==> src/hw/bist_defs.svh <==
`ifndef BIST_DEFS_SVH
`define BIST_DEFS_SVH

// Frame buffer word width in bits
`define DATA_W 16

// Frame buffer address width in bits
`define ADDR_W 8

// Number of words in the frame buffer
`define RAM_DEPTH 256

// Flip-flops in each clock domain crossing chain
`define SYNC_STAGES 2

`endif

==> src/hw/bist_pkg.sv <==
`include "bist_defs.svh"

package bist_pkg;

    typedef logic [`DATA_W-1:0] word_t;
    typedef logic [`ADDR_W-1:0] addr_t;

    // One extra bit so a full-RAM mismatch count fits
    typedef logic [`ADDR_W:0] count_t;

    typedef enum logic [1:0] {
        w_idle,
        w_fill,
        w_done
    } fill_state_t;

    typedef enum logic [2:0] {
        c_idle,
        c_fill_req,
        c_fill_wait,
        c_sweep,
        c_drain,
        c_report
    } check_state_t;

endpackage

==> src/hw/pattern_writer.sv <==
`include "bist_defs.svh"

module pattern_writer (
    input  logic            rgb_clk,
    input  logic            nrst,
    input  logic            pix_we,
    input  bist_pkg::addr_t pix_addr,
    input  bist_pkg::word_t pix_data,
    input  logic            fill_req,
    input  bist_pkg::word_t seed,
    output logic            fill_done,
    output logic            wr_en,
    output bist_pkg::addr_t wr_addr,
    output bist_pkg::word_t wr_data
);
    import bist_pkg::*;

    fill_state_t state;
    addr_t       fill_addr;

    always_ff @(posedge rgb_clk or negedge nrst) begin
        if (!nrst) begin
            state     <= w_idle;
            fill_addr <= '0;
            fill_done <= 1'b0;
            wr_en     <= 1'b0;
        end else begin
            case (state)
                w_idle: begin
                    // Pixel port owns the RAM while idle
                    wr_en <= pix_we;
                    if (fill_req) begin
                        fill_addr <= '0;
                        state     <= w_fill;
                    end
                end
                w_fill: begin
                    wr_en     <= 1'b1;
                    fill_addr <= fill_addr + 1'b1;
                    if (fill_addr == addr_t'(`RAM_DEPTH - 1)) begin
                        state <= w_done;
                    end
                end
                w_done: begin
                    wr_en <= 1'b0;
                    // Hold done until the request is seen low
                    if (!fill_req) begin
                        fill_done <= 1'b0;
                        state     <= w_idle;
                    end else begin
                        fill_done <= 1'b1;
                    end
                end
                default: begin
                    state <= w_idle;
                end
            endcase
        end
    end

    // Write payload, fill pattern overrides the pixel port
    always_ff @(posedge rgb_clk) begin
        if (state == w_fill) begin
            wr_addr <= fill_addr;
            wr_data <= seed ^ word_t'(fill_addr);
        end else begin
            wr_addr <= pix_addr;
            wr_data <= pix_data;
        end
    end

endmodule

==> config.mk <==
export PLATFORM = sky130hd
export DESIGN_NAME = pattern_writer
export DESIGN_NICKNAME = d
export VERILOG_FILES = /design/src/hw/bist_pkg.sv /design/src/hw/pattern_writer.sv
export VERILOG_INCLUDE_DIRS = /design/src /design/src/hw
export SDC_FILE = /design/constraint.sdc
export NUM_CORES = 1
export LEC_CHECK = 0
export ABC_AREA = 1
export BUFFER_PORTS_ARGS = -buffer_cell sky130_fd_sc_hd__buf_2
export CORE_MARGIN = 1.5
export CORE_UTILIZATION = 40
export CTS_BUF_LIST = sky130_fd_sc_hd__clkbuf_8
export DETAILED_ROUTE_END_ITERATION = 16
export PLACE_DENSITY = 0.75
export SYNTH_ARGS = -nofsm -noshare
export SYNTH_HDL_FRONTEND = slang
export SYNTH_SLANG_ARGS = --single-unit
==> constraint.sdc <==
create_clock -name rgb_clk -period 1.8 [get_ports rgb_clk]
set_clock_uncertainty 0.05 [all_clocks]
set_input_delay 0.36 -clock rgb_clk [delete_from_list [all_inputs] [get_ports rgb_clk]]
set_output_delay 0.36 -clock rgb_clk [all_outputs]
set_load 0.02 [all_outputs]
* Yosys cells after proc, flatten, opt, wreduce, memory -nomap -nowiden
Cells that the tools add are included.
Storage, ports and cells: register bits after elaboration 36, logic and storage cells 29
Operators by class: equality and inequality tests 6, add/sub/neg operators 1, mux-type cells 10, reductions and logical operators 5, bitwise gates (word level) 1
Operator list (count):
- $mux W16 | 1
- $mux W8 | 2
- $pmux W8 S2 | 1
- $xor A16 B8 Y16 | 1
- $add A8 B1 Y8 const B | 1
- $eq A8 B8 Y1 const B | 1
- $mux W2 | 3
- $ne A2 B2 Y1 const B | 3
- $pmux W2 S3 | 1
- $pmux W1 S3 | 1
- $reduce_and A3 Y1 | 1
- $reduce_bool A3 Y1 | 1
- $eq A2 B1 Y1 const B | 1
- $eq A2 B2 Y1 const B | 1
- $logic_not A2 Y1 | 1
- $reduce_and A2 Y1 | 1
- $reduce_bool A2 Y1 | 1
- $mux W1 | 1

* Depth between registers and ports, before layout
Gate-level depths: netlist (run 1).
depth after elaboration 3, mapped depth 9, gate-level depth less buffers 9

* Worst setup path after synthesis (run 1)
No wires, ideal clock.
path kind reg2reg, start reg state[1], end reg fill_addr[5], setup slack 0.443 ns, arrival 1.186 ns, required time 1.629 ns, cell stages (with the launch flop) 9, path through dfrtp_1 inv_1 ha_1 buf_4 nand2_1 nand2_4 nand3_2 o21ai_0 nor2_1
Between the ends: cells in the longest elaborated chain, start to end 3, elaborated cells between the ends (all ways) 6, those cells by class 2 x eq/ne; 1 x mux; 3 x reduce/logical
Ends and longest elaborated chain:
- from (decl) | RTL line pattern_writer.sv:18 | fill_state_t state;
- from (signal assigned) | RTL line pattern_writer.sv:23 | state <= w_idle;
- from (signal assigned) | RTL line pattern_writer.sv:34 | state <= w_fill;
- from (signal assigned) | RTL line pattern_writer.sv:41 | state <= w_done;
- $eq A2 B1 Y1 / $logic_not A2 Y1 (equally long branches) | RTL line pattern_writer.sv:28 | case (state)
- $reduce_bool A2 Y1 (no source line) / $ne A2 B2 Y1 (equally long branches)
- $reduce_and A2 Y1 (no source line)
- to (signal assigned) | RTL line pattern_writer.sv:39 | fill_addr <= fill_addr + 1'b1;
- to (decl) | RTL line pattern_writer.sv:19 | addr_t fill_addr;
Several ways; a longest one is shown, not always the timed one. A chain may end at the register's enable or synchronous reset.

* Final worst setup path (run 1)
start reg state[0], end reg fill_addr[5]
The elaborated chain is that of the path after synthesis.

==> key figures, run 1 <==
Routing
  – DR vias/cell: 4.434
  – Number of DRC markers in iteration 0: 53
  – Drc violations: 0
  – WL/cell: 9.728 µm
  – Post-route ant nets: 0
  – Drt first pass iters: 4
  – DRT Wirelength: 3.006 mm
  – Via Count: 1370

STA
  – Max-slew violations: 0
  – Fin Setup TNS: 0 ps
  – Tmin final: 1483 ps
  – Peak Freq: 674.1 MHz
  – Unrepaired setup endpoints after global routing: false
  – Worst-margin pin slew: 353.1 ps
  – Slew HR: 0.7643
  – Final Hold Viols: 0
  – Hold_ws: 205.5 ps
  – Setup violators final: 0
  – Share of the clock period used by the worst path: 0.8241

Setup path
  – Critical Path Sink Type: flip-flop
  – CP required: 1930 ps
  – R2r setup slk: 320 ps
  – Arr. time, crit path: 1610 ps
  – Worst setup SP type: flip-flop
  – Critical-path maximum fanout: 10
  – Worst setup path category: reg -> reg

Synth
  – YS warnings: 0
  – Largest family of logic cells by synthesized area: simple AND/OR/NAND/NOR gates
  – Syn nets: 236
  – Synthesized instance count: 187
  – Post-Syn Area: 1523 µm²
  – Post-Synth XOR/XNOR Area: 0.04601
  – Post-Synth Simple-Gate Area: 0.2490
  – Syn avg cell area: 8.143 µm²
  – Post-synthesis compound-gate area fraction: 0.08874
  – Seq/Total Area, Yosys: 0.5127
  – Synth unique cells: 23
  – Post-synthesis adder-cell area fraction: 0.04108
  – Mux share of post-synthesis cell area: 0
  – Post-synthesis register bit count: 36

Clock tree
  – H-tree depth: 2
  – Root Buffer: clkbuf_8
  – Num CTS Buffers: 5
  – Worst skew pair latency: 290 ps
  – Clock sink count: 36
  – Post-CTS Resized: 0
  – Clock buffer depth: 2
  – CTS tree: built
  – Post-CTS Setup Bufs: 0
  – Worst-path clk slew: 70 ps

Finish
  – Nets@finish: 309
  – Reg area: 780.7 µm²
  – Area Growth Syn to Fin: 32.79%
  – N_diodes: 0
  – Area occupied by multi-input gates: 646.9 µm²
  – Commonest non-fill, non-tap cell in the layout: buf_2
  – Most frequent cells in the layout: buf_2, nand2_1, dfxtp_1
  – Filler Cells Inserted: 350
  – Fraction of layout cells with a size suffix above 1: 0.3410

Pwr
  – Combinational Power Share: 0.448
  – Switching power: 1.353 mW
  – P per Cell Area: 1599 nW/µm²
  – Power share of the sequential group: 0.378
  – Worst vdd ir: 0.0006069 V
  – Clock power frac: 0.175
  – Switching Share: 0.4183
  – P_leak: 1.055 nW
  – Internal power: 1.881 mW

Die
  – Row count: 22
  – Die area: 4186 µm²
  – Die height: 64.70 µm
  – Top Ports: 70
  – Initial core utilization: 0.4159
  – Die width: 64.70 µm
  – CORE AREA: 3661 µm²

Global route
  – Largest net degree at the start of global routing: 23
  – Initial antenna violation count: 0
  – First-pass GRT wire length: 5.002 mm
  – Vias in the first global route: 1189
  – Tot GR Track Use: 0.1575
  – Gr ovfl total: 0

Status
  – Status: complete, no violations

Hold path
  – Hold WC Path Type: in -> reg

Placement
  – Hpwl dp: 2.300 mm
  – Gp weighted congestion: 0.7148
  – PortBufs: 69

Run
  – Max-Cap Viols: 0
==> synth_stat cells, drive strengths merged <==
| master | instances | area [µm²] |
|---|---|---|
| nand2 | 70 | 280.3 |
| nand3 | 5 | 30.03 |
| o21ai | 24 | 120.1 |
| inv | 17 | 63.81 |
| ha | 5 | 62.56 |
| and2 | 1 | 6.260 |
| a21oi | 3 | 15.01 |
| clkbuf | 1 | 3.750 |
| buf | 5 | 27.53 |
| xnor2 | 8 | 70.07 |
| dfxtp | 24 | 480.5 |
| dfrtp | 12 | 300.3 |
| nor2 | 9 | 46.29 |
| nor3 | 2 | 10.01 |
| nand4 | 1 | 6.260 |
==> layout make-up <==
class                   count  share of cell area
multi-input cells         128              0.3199
clock inverters             3            0.009282
inverters                  17             0.03156
well taps                  48             0.02970
flip-flops and latches     36              0.3861
repair buffers             72              0.1894
clock buffers               5             0.03403
==> worst max-delay path, stage by stage (launching register included) <==
cell and delay (ps):
dfrtp_1 400, inv_1 80, ha_1 220, inv_1 70, nand2_1 80, nand2_4 120
nand3_2 100, o21ai_0 180, nor2_1 70
==> routing by layer <==
| metal | track usage | wire [µm] | part of all wire | up-vias |
|---|---|---|---|---|
| met5 | 0 | 0 | 0 | - |
| met4 | 0.07979 | 63 | 0.021 | 0 |
| met3 | 0.06424 | 246 | 0.082 | 6 |
| met2 | 0.2500 | 1368 | 0.46 | 52 |
| met1 | 0.1823 | 1328 | 0.44 | 585 |
| li1 | - | - | - | 727 |
==> final timing paths <==
| path | from | to | cells past startpoint |
|---|---|---|---|
| max | state[0] | fill_addr[5] | 8 |
| min | pix_data[13] | wr_data[13] | 3 |
| max reg2reg | state[0] | fill_addr[5] | 8 |
| min reg2reg | wr_en | wr_en | 2 |
| max in group asynchronous | nrst | state[1] | 2 |
| min in group asynchronous | nrst | fill_addr[7] | 2 |
==> state kept, by name, indices dropped and copies added (netlist names) <==
register,count
wr_data,16
fill_addr,8
wr_addr,8
state,2
fill_done,1
wr_en,1
==> stage by stage <==
stage	std cells	setup WS, ps	utilization	power, mW	cell area, µm²
finish	309	316.6	0.5523	3.233	2022
CTS	309	318.4	0.5523	3.281	2022
floorplan	187	443.1	-	2.248	1523
global route	309	85.31	0.5523	3.522	2022
global placement	300	396.5	0.5256	2.667	1924
detailed placement	300	338.1	0.5256	2.708	1924
==> logic make-up (layout without fill, tap and decap cells) <==
kind of cell | count (synthesis) | count (layout)
buf+inv | 23 | 97
flops | 36 | 36
compound gates | 27 | 27
xor+xnor | 8 | 8
fa+ha+maj | 5 | 5
simple gates | 88 | 88
==> power by group through the flow <==
stage / clock network [mW] / logic [mW] / registers (mW)
6_report: 0.564 / 1.45 / 1.22
5_1_grt: 0.620 / 1.65 / 1.25
4_1_cts: 0.584 / 1.47 / 1.22
3_5_place_dp: 0 / 1.47 / 1.24
3_3_place_gp: 0 / 1.44 / 1.23
2_1_floorplan: 0 / 0.687 / 1.56
==> what timing repair did <==
item	in CTS	in global routing
hold buffers	1	0
setup endpoints to repair	0	0
hold endpoints to repair	12	0
No activity file was read; power rests on OpenSTA's default activity.
==> run 2, diff against run 1 <==
--- a/config.mk
+++ b/config.mk
@@ -6,7 +6,7 @@
 export SDC_FILE = /design/constraint.sdc
 export NUM_CORES = 1
 export LEC_CHECK = 0
-export ABC_AREA = 1
+export ABC_AREA = 0
 export BUFFER_PORTS_ARGS = -buffer_cell sky130_fd_sc_hd__buf_2
 export CORE_MARGIN = 1.5
 export CORE_UTILIZATION = 40
==> constraint.sdc (replaced) <==
create_clock -name rgb_clk -period 1.5 [get_ports rgb_clk]
set_clock_uncertainty 0.05 [all_clocks]
set_input_delay 0.3 -clock rgb_clk [delete_from_list [all_inputs] [get_ports rgb_clk]]
set_output_delay 0.3 -clock rgb_clk [all_outputs]
set_load 0.02 [all_outputs]
==> key figures, run 2 <==
Routing
  – Post-route ant nets: 0 (unchanged)
  – DRT Wirelength: 3.688 mm (+23%)
  – Number of DRC markers in iteration 0: 50 (-5.7%)
  – Drt first pass iters: 4 (unchanged)
  – Drc violations: 0 (unchanged)
  – Via Count: 1323 (-3.4%)
  – WL/cell: 12.85 µm (+32%)
  – DR vias/cell: 4.610 (+4.0%)

Finish
  – Commonest non-fill, non-tap cell in the layout: buf_2
  – N_diodes: 0 (unchanged)
  – Final non-filler cell total: 287 (-7.1%)
  – Area Growth Syn to Fin: 58.01%
  – Largest register FFs: 16 (unchanged)
  – Largest Register: wr_data
  – Fraction of layout cells with a size suffix above 1: 0.6360 (+0.2950)
  – Nets@finish: 287 (-7.1%)
  – Regs by FF count: wr_data (16), fill_addr (8), wr_addr (8)
  – Filler Cells Inserted: 286 (-18%)
  – Core Util, Final: 0.6572 (+0.1049)
  – Most frequent cells in the layout: buf_2, dfxtp_1, buf_4

Synth
  – Count leader, synth: dfxtp_1
  – Post-synthesis register bit count: 36 (unchanged)
  – Syn nets: 187 (-21%)
  – Yosys top cell by area: dfxtp_1
  – Synth unique cells: 32 (+39%)
  – Top cells by area, synth: dfxtp_1, dfrtp_1, mux2_2, xnor2_1, ha_1
  – Seq/Total Area, Yosys: 0.5127 (unchanged)
  – Syn avg cell area: 11.03 µm² (+36%)
  – YS warnings: 0 (unchanged)
  – Ys async rst share: 0.3333 (unchanged)
  – Top-area cell type share of the netlist area: 0.3155 (unchanged)
  – Commonest cells in the netlist: dfxtp_1, mux2_2, dfrtp_1, nand2_1, nor2_1
  – Post-Syn Area: 1523 µm² (unchanged)
  – Synthesized instance count: 138 (-26%)
  – Ys flop type: dfxtp_1
  – Post-synth EDFFs: 0 (unchanged)

STA
  – Slew HR: 0.8279 (+0.06364)
  – Unrepaired setup endpoints after global routing: true
  – Hold_ws: 179.9 ps (-25.67 ps)
  – Peak Freq: 616.8 MHz (-8.5%)
  – Share of the clock period used by the worst path: 1.081 (+0.2567)
  – Worst-margin pin slew: 252.7 ps (-100.3 ps)
  – Setup violators final: 14 (+14)
  – Post-route setup slack: -121.2 ps (-437.7 ps)
  – Fin Setup TNS: -293.2 ps (-293.2 ps)
  – Tmin final: 1621 ps (+137.7 ps)
  – Final Hold Viols: 0 (unchanged)
  – Max-slew violations: 0 (unchanged)

Die
  – Top Ports: 70 (unchanged)
  – Row count: 22 (unchanged)
  – CORE AREA: 3661 µm² (unchanged)
  – Die height: 64.70 µm (unchanged)
  – Initial core utilization: 0.4159 (unchanged)
  – Die area: 4186 µm² (unchanged)
  – Die width: 64.70 µm (unchanged)

Clock tree
  – CTS tree: built
  – Clock buffer depth: 2 (unchanged)
  – Clock sink count: 36 (unchanged)
  – Root Buffer: clkbuf_8
  – Worst skew pair latency: 290 ps (about the same)
  – Num CTS Buffers: 5 (unchanged)
  – H-tree depth: 2 (unchanged)
  – Worst-path clk slew: 70 ps (about the same)

Placement
  – Gp weighted congestion: 0.7877 (+10%)
  – Post-Place Cells: 271 (-9.7%)
  – Pre-CTS setup slack: -134.7 ps (-472.8 ps)
  – Hpwl dp: 2.662 mm (+16%)
  – PortBufs: 69 (unchanged)

Setup path
  – Worst setup SP type: flip-flop
  – Critical-path maximum fanout: 2 (-8)
  – Critical-path top delay cell: or3_4
  – Crit path cell chain: ha_2 > nand3_2 > or3_4 > a21oi_4 > mux2_4
  – Arr. time, crit path: 1750 ps (+140 ps)
  – Worst setup path category: reg -> reg
  – CP required: 1630 ps (-300 ps)
  – Critical R2R Launch: fill_addr[1]
  – Critical Path Sink Type: flip-flop
  – Critical Path Start: fill_addr[1]
  – Worst path max stage delay: 390 ps (about the same)

Global route
  – First-pass GRT wire length: 5.637 mm (+13%)
  – Vias in the first global route: 1237 (+4.0%)
  – Largest net degree at the start of global routing: 13 (-43%)
  – Gr ovfl total: 0 (unchanged)
  – Tot GR Track Use: 0.1783 (+0.02081)
  – Initial antenna violation count: 0 (unchanged)

Hold path
  – Worst hold start: pix_data[15]
  – Hold WC Path Type: in -> reg

Pwr
  – P_leak: 1.147 nW (+8.8%)
  – P per Cell Area: 1976 nW/µm² (+24%)
  – Worst vdd ir: 0.0009470 V (+56%)

Run
  – Max-Cap Viols: 0 (unchanged)

Status
  – Status: complete, but fails checks
  – Failing checks: negative setup slack
[run 2: cell count changes after synthesis, moves of 4 or more]
cell	previous run	this run
a21oi_1	3	9
buf_2	4	0
nand2_1	65	12
inv_1	16	3
o21ai_1	4	0
mux2_2	0	16
o21ai_0	20	5
nor2_1	6	12
nand2_2	4	0
[run 2: logic make-up after synthesis]
| group | Yosys count | synth area share |
|---|---|---|
| buf+inv | 11 | 0.04190 |
| xor+xnor | 10 | 0.05752 |
| flops | 36 | 0.5127 |
| simple gates | 35 | 0.1150 |
| fa+ha+maj | 5 | 0.04108 |
| compound gates | 21 | 0.08628 |
| mux | 20 | 0.1454 |
[run 2: critical path: cells and delay by family, from the launching register on]
family / cells / cell delay, ps
and+or+nand+nor: 2 / 470
DFF: 1 / 360
muxes: 1 / 310
adders and majority gates: 1 / 190
AOI/OAI and AO/OA: 1 / 140
[run 2: repair_timing]
item / in CTS / in global routing
setup endpoints to repair: 18 / 16
hold buffers: 1 / 0
pin swaps: 2 / 5
endpoints found under the hold margin: 12 / 0
gates resized for setup: 9 / 26
setup buffers: 3 / 4
[run 2: per-layer routing]
layer | wire, µm | track usage
met5 | 0 | 0
met4 | 70 | 0.08511
met3 | 192 | 0.05729
met2 | 1780 | 0.2629
met1 | 1644 | 0.2354
[run 2: final timing paths]
check | endpoint | slack [ps] | depth (start not counted)
setup reg to reg | state[0] | -120 | 5
hold / removal | wr_data[15] | 180 | 2
min in group asynchronous | state[0] | 360 | 2
setup / recovery | state[0] | -120 | 5
hold reg to reg | wr_en | 450 | 2
max in group asynchronous | fill_addr[7] | 820 | 2
[run 2: through the flow]
stage | total power, mW | area [µm²]
6_report | 4.755 | 2406
5_1_grt | 5.030 | 2406
4_1_cts | 4.547 | 2287
3_5_place_dp | 3.544 | 2108
3_3_place_gp | 3.493 | 2108
2_1_floorplan | 2.702 | 1553
[run 2: final cells by class]
class	count	area [µm²]	area share
flip-flops and latches	36	780.7	0.3245
multi-input cells	91	793.3	0.3297
clock inverters	3	41.29	0.01716
repair buffers	101	650.6	0.2704
inverters	3	11.26	0.004680
clock buffers	5	68.82	0.02860
well taps	48	60.06	0.02496
[run 2: where the power goes]
part,switching [mW],internal (mW),total (mW)
clock,0.357,0.493,0.850
sequential,0.104,1.30,1.41
combinational,1.21,1.29,2.50
total,1.67,3.09,4.76
